`config.mk`:
```
export PLATFORM = sky130hd
export DESIGN_NAME = cpu85_top
export DESIGN_NICKNAME = d
export VERILOG_FILES = /design/src/common/cpu85_pkg.sv /design/src/control/instr_decoder.sv /design/src/control/cycle_sequencer.sv /design/src/datapath/register_bank.sv /design/src/datapath/alu8.sv /design/src/bus_interface.sv /design/src/cpu85_top.sv
export SDC_FILE = /design/constraint.sdc
export NUM_CORES = 1
export LEC_CHECK = 0
export BUFFER_PORTS_ARGS = -buffer_cell sky130_fd_sc_hd__buf_2
export CORE_MARGIN = 4
export CORE_UTILIZATION = 45
export CTS_CLUSTER_SIZE = 12
export DETAILED_ROUTE_END_ITERATION = 8
export SLEW_MARGIN = 15
export SYNTH_ARGS = -nofsm -noshare
export SYNTH_HDL_FRONTEND = slang
export SYNTH_SLANG_ARGS = --single-unit
```
`constraint.sdc`:
```
create_clock -name clk -period 4.6 [get_ports clk]
set_input_delay 0.46 -clock clk [delete_from_list [all_inputs] [get_ports clk]]
set_output_delay 0.46 -clock clk [all_outputs]
set_load 0.05 [all_outputs]
```
`src/common/cpu85_pkg.sv`:
```
package cpu85_pkg;

	typedef logic [7:0] byte_t;
	typedef logic [15:0] addr_t;
	typedef logic [2:0] reg_sel_t;

	// bus T-states, one per clk
	typedef enum logic [2:0] {
		TR, // reset
		T1,
		T2,
		TW, // wait on READY
		T3,
		T4,
		TT  // halt
	} tstate_e;

	// ----------------------------------------
	// machine cycle control and status
	// ----------------------------------------

	// {inta_, wr_, rd_, io/m_, s1, s0}
	typedef logic [5:0] cycle_code_t;

	localparam cycle_code_t CYCLE_OF  = 6'b110011; // opcode fetch
	localparam cycle_code_t CYCLE_MR  = 6'b110010; // memory read
	localparam cycle_code_t CYCLE_DR  = 6'b110110; // device read
	localparam cycle_code_t CYCLE_DW  = 6'b101101; // device write
	localparam cycle_code_t CYCLE_BIH = 6'b111100; // halt

	localparam int STAT_S0  = 0;
	localparam int STAT_S1  = 1;
	localparam int STAT_IOM = 2;
	localparam int CTRL_RD  = 3;
	localparam int CTRL_WR  = 4;

	// ----------------------------------------
	// opcode fields, 2-3-3 split
	// ----------------------------------------

	localparam logic [1:0] GRP_TXA = 2'b00; // transfer, immediate loads
	localparam logic [1:0] GRP_MOV = 2'b01; // register moves and hlt
	localparam logic [1:0] GRP_ALU = 2'b10; // alu on register
	localparam logic [1:0] GRP_SIC = 2'b11; // immediate alu, i/o

	localparam logic [2:0] LO_IMM  = 3'b110; // mvi / alu immediate
	localparam logic [2:0] LO_IO   = 3'b011;
	localparam logic [2:0] MID_OUT = 3'b010;
	localparam logic [2:0] MID_IN  = 3'b011;

	localparam reg_sel_t REG_M = 3'd6; // memory operand, not kept
	localparam reg_sel_t REG_A = 3'd7;

	localparam byte_t OPC_NOP  = 8'h00;
	localparam addr_t RESET_PC = 16'h0000;

	typedef enum logic [2:0] {
		CL_NOP,
		CL_MOV,
		CL_MVI,
		CL_ALU_R,
		CL_ALU_I,
		CL_IN,
		CL_OUT,
		CL_HLT
	} instr_class_e;

	// matches opcode bits 5:3
	typedef enum logic [2:0] {
		ALU_ADD = 3'b000,
		ALU_SUB = 3'b010,
		ALU_ANA = 3'b100,
		ALU_XRA = 3'b101,
		ALU_ORA = 3'b110
	} alu_op_e;

endpackage

```
`src/control/instr_decoder.sv`:
```
`timescale 1ns/1ns

module instr_decoder (
	input  cpu85_pkg::byte_t        i_ir,
	output cpu85_pkg::instr_class_e o_class,
	output logic [1:0]              o_extra_cycles,
	output logic                    o_device_cycle,
	output cpu85_pkg::alu_op_e      o_alu_op,
	output cpu85_pkg::reg_sel_t     o_dst,
	output cpu85_pkg::reg_sel_t     o_src
);
	import cpu85_pkg::*;

	logic [1:0] grp;
	reg_sel_t   mid;
	reg_sel_t   lo;
	logic       grp_txa, grp_mov, grp_alu, grp_sic;
	logic       mid_m, lo_m;
	logic       op_ok;

	assign grp = i_ir[7:6];
	assign mid = i_ir[5:3];
	assign lo  = i_ir[2:0];

	// top two bits pick the instruction group
	assign grp_txa = (grp == GRP_TXA);
	assign grp_mov = (grp == GRP_MOV);
	assign grp_alu = (grp == GRP_ALU);
	assign grp_sic = (grp == GRP_SIC);

	assign mid_m = (mid == REG_M);
	assign lo_m  = (lo == REG_M);

	// adc, sbb and cmp have no flags to work with
	always_comb begin
		case (mid)
			ALU_ADD, ALU_SUB, ALU_ANA, ALU_XRA, ALU_ORA: op_ok = 1'b1;
			default:                                     op_ok = 1'b0;
		endcase
	end

	always_comb begin
		o_class        = CL_NOP;
		o_extra_cycles = 2'd0;
		o_device_cycle = 1'b0;
		o_alu_op       = ALU_ADD;
		o_dst          = mid;
		o_src          = lo;
		if (grp_txa) begin
			if (lo == LO_IMM && !mid_m) begin // mvi r
				o_class        = CL_MVI;
				o_extra_cycles = 2'd1;
			end
		end else if (grp_mov) begin
			if (mid_m && lo_m)
				o_class = CL_HLT; // 76h
			else if (!mid_m && !lo_m)
				o_class = CL_MOV;
		end else if (grp_alu) begin
			if (op_ok && !lo_m) begin
				o_class  = CL_ALU_R;
				o_alu_op = alu_op_e'(mid);
				o_dst    = REG_A;
			end
		end else if (grp_sic) begin
			if (lo == LO_IMM && op_ok) begin
				o_class        = CL_ALU_I;
				o_extra_cycles = 2'd1;
				o_alu_op       = alu_op_e'(mid);
				o_dst          = REG_A;
			end else if (lo == LO_IO && (mid == MID_IN || mid == MID_OUT)) begin
				// port byte read, then the device cycle
				o_class        = (mid == MID_IN) ? CL_IN : CL_OUT;
				o_extra_cycles = 2'd2;
				o_device_cycle = 1'b1;
				o_dst          = REG_A;
			end
		end
	end

endmodule

```
`src/control/cycle_sequencer.sv`:
```
`timescale 1ns/1ns

module cycle_sequencer (
	input  logic                    clk,
	input  logic                    rst,
	input  logic                    i_ready,
	input  cpu85_pkg::instr_class_e i_class,
	input  logic [1:0]              i_extra_cycles,
	input  logic                    i_device_cycle,
	output cpu85_pkg::tstate_e      o_state,
	output logic [1:0]              o_mcycle,
	output logic                    o_ale,
	output logic                    o_rd_n,
	output logic                    o_wr_n,
	output logic                    o_io_m_n,
	output logic                    o_s1,
	output logic                    o_s0,
	output logic                    o_ir_we,
	output logic                    o_temp_we,
	output logic                    o_reg_we,
	output logic                    o_pc_inc
);
	import cpu85_pkg::*;

	tstate_e     state, state_nx;
	logic [1:0]  mcycle, mcycle_nx; // 0 is the opcode fetch
	logic [1:0]  remain, remain_nx; // machine cycles left after fetch
	cycle_code_t code, code_nx;
	logic        bus_active;
	logic        last_mc;

	// ----------------------------------------
	// next state
	// ----------------------------------------

	always_comb begin
		state_nx  = state;
		mcycle_nx = mcycle;
		remain_nx = remain;
		case (state)
			TR: state_nx = T1;
			T1: state_nx = T2;
			T2, TW: state_nx = i_ready ? T3 : TW;
			T3: begin
				if (mcycle == 2'd0) begin
					state_nx = T4;
				end else begin
					state_nx  = T1;
					remain_nx = remain - 2'd1;
					mcycle_nx = (remain == 2'd1) ? 2'd0 : mcycle + 2'd1;
				end
			end
			T4: begin
				// decode of the new opcode is valid here
				state_nx  = (i_class == CL_HLT) ? TT : T1;
				remain_nx = i_extra_cycles;
				mcycle_nx = (i_extra_cycles != 2'd0) ? 2'd1 : 2'd0;
			end
			TT: state_nx = TT; // only reset leaves halt
			default: state_nx = TR;
		endcase
	end

	// status for the cycle about to start
	always_comb begin
		if (state_nx == TT)
			code_nx = CYCLE_BIH;
		else if (mcycle_nx == 2'd0)
			code_nx = CYCLE_OF;
		else if (mcycle_nx == 2'd2 && i_device_cycle)
			code_nx = (i_class == CL_OUT) ? CYCLE_DW : CYCLE_DR;
		else
			code_nx = CYCLE_MR;
	end

	always_ff @(posedge clk or posedge rst) begin
		if (rst) begin
			state  <= TR;
			mcycle <= 2'd0;
			remain <= 2'd0;
			code   <= CYCLE_BIH; // idle levels on the pins
		end else begin
			state  <= state_nx;
			mcycle <= mcycle_nx;
			remain <= remain_nx;
			if (state_nx == T1 || state_nx == TT)
				code <= code_nx;
		end
	end

	assign o_state  = state;
	assign o_mcycle = mcycle;

	// ----------------------------------------
	// pins
	// ----------------------------------------

	assign bus_active = (state == T2) || (state == TW) || (state == T3);

	assign o_ale    = (state == T1);
	assign o_rd_n   = bus_active ? code[CTRL_RD] : 1'b1;
	assign o_wr_n   = bus_active ? code[CTRL_WR] : 1'b1;
	assign o_io_m_n = code[STAT_IOM];
	assign o_s1     = code[STAT_S1];
	assign o_s0     = code[STAT_S0];

	// ----------------------------------------
	// write strobes, each acts on the edge ending its state
	// ----------------------------------------

	assign last_mc = (mcycle != 2'd0) && (remain == 2'd1);

	assign o_ir_we   = (state == T3) && (mcycle == 2'd0);
	assign o_pc_inc  = (state == T3) && ((mcycle == 2'd0) || (code == CYCLE_MR));
	assign o_temp_we = (state == T3) && (mcycle == 2'd1) && i_device_cycle; // port number

	always_comb begin
		o_reg_we = 1'b0;
		case (i_class)
			CL_MOV, CL_ALU_R:
				o_reg_we = (state == T4);
			CL_MVI, CL_ALU_I, CL_IN:
				o_reg_we = (state == T3) && last_mc;
			default:
				o_reg_we = 1'b0;
		endcase
	end

endmodule

```
`src/datapath/register_bank.sv`:
```
`timescale 1ns/1ns

module register_bank (
	input  logic                    clk,
	input  logic                    rst,
	input  logic                    i_ir_we,
	input  logic                    i_temp_we,
	input  logic                    i_reg_we,
	input  logic                    i_pc_inc,
	input  cpu85_pkg::instr_class_e i_class,
	input  cpu85_pkg::reg_sel_t     i_dst,
	input  cpu85_pkg::reg_sel_t     i_src,
	input  cpu85_pkg::byte_t        i_rd_data,
	input  cpu85_pkg::byte_t        i_alu_res,
	output cpu85_pkg::byte_t        o_ir,
	output cpu85_pkg::byte_t        o_acc,
	output cpu85_pkg::byte_t        o_src_val,
	output cpu85_pkg::byte_t        o_temp,
	output cpu85_pkg::addr_t        o_pc
);
	import cpu85_pkg::*;

	// b c d e h l - a, slot 6 is the M operand and stays unwritten
	byte_t gpr [0:7];
	byte_t ir;
	byte_t temp;
	addr_t pc;
	byte_t wr_data;

	// immediate alu operand comes straight off the bus
	assign o_src_val = (i_class == CL_ALU_I) ? i_rd_data : gpr[i_src];

	always_comb begin
		case (i_class)
			CL_MOV:           wr_data = gpr[i_src];
			CL_ALU_R, CL_ALU_I: wr_data = i_alu_res;
			default:          wr_data = i_rd_data; // mvi, in
		endcase
	end

	always_ff @(posedge clk) begin
		if (i_reg_we)
			gpr[i_dst] <= wr_data;
		if (i_temp_we)
			temp <= i_rd_data;
	end

	always_ff @(posedge clk or posedge rst) begin
		if (rst) begin
			pc <= RESET_PC;
			ir <= OPC_NOP;
		end else begin
			if (i_ir_we)
				ir <= i_rd_data;
			if (i_pc_inc)
				pc <= pc + 16'd1;
		end
	end

	assign o_ir   = ir;
	assign o_acc  = gpr[REG_A];
	assign o_temp = temp;
	assign o_pc   = pc;

endmodule

```
`src/datapath/alu8.sv`:
```
`timescale 1ns/1ns

module alu8 (
	input  cpu85_pkg::alu_op_e i_op,
	input  cpu85_pkg::byte_t   i_a,
	input  cpu85_pkg::byte_t   i_b,
	output cpu85_pkg::byte_t   o_res
);
	import cpu85_pkg::*;

	// results wrap at 8 bits, carry is dropped
	always_comb begin
		case (i_op)
			ALU_ADD: o_res = i_a + i_b;
			ALU_SUB: o_res = i_a - i_b;
			ALU_ANA: o_res = i_a & i_b;
			ALU_XRA: o_res = i_a ^ i_b;
			ALU_ORA: o_res = i_a | i_b;
			default: o_res = i_a;
		endcase
	end

endmodule

```
`src/bus_interface.sv`:
```
`timescale 1ns/1ns

module bus_interface (
	input  logic                    clk,
	input  logic                    rst,
	input  cpu85_pkg::tstate_e      i_state,
	input  cpu85_pkg::instr_class_e i_class,
	input  logic [1:0]              i_mcycle,
	input  cpu85_pkg::addr_t        i_pc,
	input  cpu85_pkg::byte_t        i_temp,
	input  cpu85_pkg::byte_t        i_acc,
	input  cpu85_pkg::byte_t        i_ad_in,
	output cpu85_pkg::byte_t        o_addr_hi,
	output cpu85_pkg::byte_t        o_ad_out,
	output logic                    o_ad_oe,
	output cpu85_pkg::byte_t        o_rd_data
);
	import cpu85_pkg::*;

	logic  dev_cycle;
	logic  data_phase;
	logic  wr_phase;
	addr_t addr;
	byte_t rd_q;

	// third machine cycle of in/out talks to the port
	assign dev_cycle  = (i_mcycle == 2'd2) && ((i_class == CL_IN) || (i_class == CL_OUT));
	assign data_phase = (i_state == T2) || (i_state == TW) || (i_state == T3);
	assign wr_phase   = dev_cycle && (i_class == CL_OUT) && data_phase;

	assign addr = dev_cycle ? {i_temp, i_temp} : i_pc; // port number on both halves

	assign o_addr_hi = addr[15:8];
	assign o_ad_out  = wr_phase ? i_acc : addr[7:0];
	assign o_ad_oe   = (i_state == T1) || wr_phase;

	// read byte is live during T3 and held after it
	always_ff @(posedge clk or posedge rst) begin
		if (rst)
			rd_q <= 8'h00;
		else if (i_state == T3)
			rd_q <= i_ad_in;
	end

	assign o_rd_data = (i_state == T3) ? i_ad_in : rd_q;

endmodule

```
`src/cpu85_top.sv`:
```
`timescale 1ns/1ns

module cpu85_top (
	input  logic             clk,
	input  logic             rst,
	input  logic             i_ready,
	input  cpu85_pkg::byte_t i_ad_in,
	output cpu85_pkg::byte_t o_addr_hi,
	output cpu85_pkg::byte_t o_ad_out,
	output logic             o_ad_oe,
	output logic             o_ale,
	output logic             o_rd_n,
	output logic             o_wr_n,
	output logic             o_io_m_n,
	output logic             o_s1,
	output logic             o_s0
);
	import cpu85_pkg::*;

	// decode
	instr_class_e cls;
	logic [1:0]   extra_cycles;
	logic         device_cycle;
	alu_op_e      alu_op;
	reg_sel_t     dst;
	reg_sel_t     src;

	// sequencing
	tstate_e    state;
	logic [1:0] mcycle;
	logic       ir_we;
	logic       temp_we;
	logic       reg_we;
	logic       pc_inc;

	// datapath
	byte_t ir;
	byte_t acc;
	byte_t src_val;
	byte_t temp;
	addr_t pc;
	byte_t alu_res;
	byte_t rd_data;

	instr_decoder u_decoder (
		.i_ir           (ir),
		.o_class        (cls),
		.o_extra_cycles (extra_cycles),
		.o_device_cycle (device_cycle),
		.o_alu_op       (alu_op),
		.o_dst          (dst),
		.o_src          (src)
	);

	cycle_sequencer u_sequencer (
		.clk            (clk),
		.rst            (rst),
		.i_ready        (i_ready),
		.i_class        (cls),
		.i_extra_cycles (extra_cycles),
		.i_device_cycle (device_cycle),
		.o_state        (state),
		.o_mcycle       (mcycle),
		.o_ale          (o_ale),
		.o_rd_n         (o_rd_n),
		.o_wr_n         (o_wr_n),
		.o_io_m_n       (o_io_m_n),
		.o_s1           (o_s1),
		.o_s0           (o_s0),
		.o_ir_we        (ir_we),
		.o_temp_we      (temp_we),
		.o_reg_we       (reg_we),
		.o_pc_inc       (pc_inc)
	);

	register_bank u_regs (
		.clk       (clk),
		.rst       (rst),
		.i_ir_we   (ir_we),
		.i_temp_we (temp_we),
		.i_reg_we  (reg_we),
		.i_pc_inc  (pc_inc),
		.i_class   (cls),
		.i_dst     (dst),
		.i_src     (src),
		.i_rd_data (rd_data),
		.i_alu_res (alu_res),
		.o_ir      (ir),
		.o_acc     (acc),
		.o_src_val (src_val),
		.o_temp    (temp),
		.o_pc      (pc)
	);

	alu8 u_alu (
		.i_op  (alu_op),
		.i_a   (acc),
		.i_b   (src_val),
		.o_res (alu_res)
	);

	bus_interface u_bus (
		.clk       (clk),
		.rst       (rst),
		.i_state   (state),
		.i_class   (cls),
		.i_mcycle  (mcycle),
		.i_pc      (pc),
		.i_temp    (temp),
		.i_acc     (acc),
		.i_ad_in   (i_ad_in),
		.o_addr_hi (o_addr_hi),
		.o_ad_out  (o_ad_out),
		.o_ad_oe   (o_ad_oe),
		.o_rd_data (rd_data)
	);

endmodule

```
==> flow_summary.yaml <==
sta:
  drv_slew: 0
  fin_crit_sh_pct: 91.7
  setup_viol: 0
  worst_pin_slew_ns: 0.991
  hold_viol: 0
  setup_tns_ns: 0
  fin_worst_skew_ns: 0.00870
  period_needed_ns: 4.22
  fmax_ghz: 0.237
  rsz0062_at_grt: "false"
  timing.slew.headroom_pct: 33.8
  fin_ws_ns: 0.380
placed_design:
  placed_area_um2: 6990
  portBuffers: 33
  place_ws_ns: 0.0593
  place.gp.congestion: 0.898
  place_inst: 760
  post-dp-hpwl_um: 11400
die:
  io_pins: 34
  die-area_um2: 16400
  core_region_area_um2: 14000
  die_height_um: 128
  rows: 43
  start_util_pct: 46.3
  dieWidth_um: 128
finish:
  drive_gt1_share_pct: 24.9
  final_cells: 791
  diodes: 0
  area_growth_pct: 15.9
  layout_commonest_cell: "edfxtp_1"
  fin_area_um2: 7540
  final_cell_mix: "edfxtp_1 (72), nand2_1 (40), dfrtp_1 (39)"
  fin_nets: 639
global_routing:
  grt_start_max_net_pins: 45
  grt_pass1_wl_um: 24600
  grt_pass1_vias: 4444
  track_usage_pct: 19.5
  grt_overflow: 0
  antenna_found_initial: 0
yosys:
  synth_edf_count: 72
  yosys_warnings: 0
  syn_area_um2: 6510
  synthArstFlopShare_pct: 37.9
  ys.flop_type: "edfxtp_1"
  syn_nets: 579
  ys_ff_latch: 116
  yosysUniqueCellTypes: 71
  synth_seq_area_share_pct: 50.2
  netlist_instances: 539
  avgSynthCellArea_um2: 12.1
detailed_routing:
  wl_um: 15400
  drt_iter0_markers: 269
  ant_nets: 0
  wl_per_cell_um: 19.5
  drc: 0
  drt-vias-per-instance: 5.63
  vias: 4456
  dr.pass1.iters: 6
clocking:
  cts_sinks: 116
  cts_tree: "done"
  cts_made_buffers: 17
  cts_setup_buffers: 0
  cts_max_path_buffers: 2
  cts_max_level: 4
  cts_root_buffer: "clkbuf_16"
  clk_latency_ns: 0.42
  clk_pin_slew_worst_paths_ns: 0.06
worst_setup_path:
  cp.required_ns: 4.71
  cp_max_fo: 11
  crit_arrival_ns: 4.33
  endpoint_kind: "register"
  path_class: "register to register"
  start_kind: "register"
job:
  cap_violations: 0
pwr:
  p_leak_nw: 2.96
  ir_drop_mv: 0.246
  power_density_nw_per_um2: 299
  p_total_mw: 2.25
status:
  status: "completed"
min_path:
  worstHoldPathType: "input pin to async pin"
[synthesized netlist by cell type, drive strengths merged, types with 2 or more instances]
| cell | instances | area, um^2 |
|---|---|---|
| edfxtp | 72 | 2160 |
| dfrtp | 41 | 1030 |
| nand2 | 40 | 150 |
| inv | 38 | 143 |
| o21ai | 36 | 191 |
| mux2i | 32 | 324 |
| ha | 28 | 350 |
| nor2 | 23 | 86.3 |
| a21oi | 20 | 100 |
| xnor2 | 20 | 175 |
| mux2 | 19 | 214 |
| mux4 | 13 | 293 |
| buf | 12 | 92.6 |
| nor3 | 11 | 55.1 |
| clkbuf | 9 | 33.8 |
| nand2b | 9 | 63.8 |
| nor2b | 9 | 56.3 |
| and3 | 7 | 48.8 |
| o221ai | 7 | 61.3 |
| a21o | 6 | 45.0 |
| nand3 | 6 | 30.0 |
| nor4 | 6 | 73.8 |
| xor2 | 6 | 52.6 |
| a211oi | 4 | 55.1 |
| a221oi | 4 | 35.0 |
| nand4 | 4 | 25.0 |
| o21a | 4 | 30.0 |
| o22ai | 4 | 25.0 |
| a31oi | 3 | 18.8 |
| and2 | 3 | 18.8 |
| dfstp | 3 | 78.8 |
| nor3b | 3 | 38.8 |
| o211ai | 3 | 22.5 |
| or2 | 3 | 18.8 |
| a211o | 2 | 17.5 |
| nor4b | 2 | 17.5 |
| o21bai | 2 | 15.0 |
| o22a | 2 | 17.5 |
| o31a | 2 | 17.5 |
| o31ai | 2 | 20.0 |
| or3 | 2 | 12.5 |
[critical path, cell delays in order, from the launching register on]
cell	delay, ns
dfrtp_2	0.52
nand3b_1	0.28
a211oi_4	0.44
mux2i_2	0.41
nand2_1	0.12
xnor2_1	0.26
inv_1	0.08
ha_1	0.27
nor2b_1	0.13
o21ai_0	0.17
nand2b_1	0.13
a311oi_1	0.35
xor2_1	0.19
o21ai_0	0.13
a221o_1	0.45
[sequential cells by signal (all words and copies together), names as in the netlist]
name / count
u_sequencer.o_state: 3
u_regs.o_pc: 16
u_regs.o_temp: 8
u_sequencer.code: 5
u_sequencer.remain: 2
u_regs.gpr: 64
u_regs.o_ir: 8
u_sequencer.o_mcycle: 2
u_bus.rd_q: 8
[cell type report]
type | instances | area (um^2)
Clock buffer | 17 | 425
Clock inverter | 14 | 92.6
Fill cell | 1185 | 6500
Inverter | 38 | 143
Multi-Input combinational cell | 364 | 3000
Sequential cell | 116 | 3270
Tap cell | 180 | 225
Timing Repair Buffer | 62 | 383
[routing by layer]
layer  GRT usage, %  routed length (um)  part of all wire [%]
met1           27.4                7210                    47
met2           29.8                7190                    47
met3           4.58                 755                   4.9
met4           7.05                 268                   1.7
met5              0                   0                     0
[logic make-up (layout without fill, tap and decap cells)]
logic type	after synthesis	in the layout	synth area share, %
AOI/OAI and AO/OA	111	111	11.9
xor gates and xnor gates	27	27	3.85
adders and majority gates	29	29	5.69
buffers and inverters	59	131	4.13
DFF	116	116	50.2
muxes	64	64	12.8
and+or+nand+nor	133	133	11.4
[worst paths after layout]
kind | to | slack, ns | start | depth (start not counted)
worst min-delay path | u_sequencer.o_state[0] | 0.28 | rst | 2
worst min register to register | u_regs.o_pc[15] | 0.47 | u_regs.o_pc[15] | 1
worst max register to register | u_regs.gpr[4][5] | 0.38 | u_regs.o_ir[0] | 14
min in group clk | u_sequencer.o_state[2] | 0.28 | i_ready | 3
max in group asynchronous | u_regs.o_ir[0] | 3.65 | rst | 2
worst max-delay path | u_regs.gpr[4][5] | 0.38 | u_regs.o_ir[0] | 14
[report_power, final]
group	internal (mW)	switching (mW)	total [mW]
combinational	0.00341	0.0120	0.0154
clock	0.675	0.464	1.14
sequential	1.10	0	1.10
[what timing repair did]
item	in CTS	in global routing
hold buffers	0	0
resized for setup	0	7
endpoints found under the hold margin	0	0
endpoints found under the setup margin	0	40
[through the flow]
step | util [%] | hold WS [ns]
2_1_floorplan | - | 0.442
3_3_place_gp | 49.8 | 0.463
3_5_place_dp | 49.8 | 0.467
4_1_cts | 53.5 | 0.267
5_1_grt | 53.7 | 0.292
6_report | 53.7 | 0.278
No activity file was read; power rests on OpenSTA's default activity.
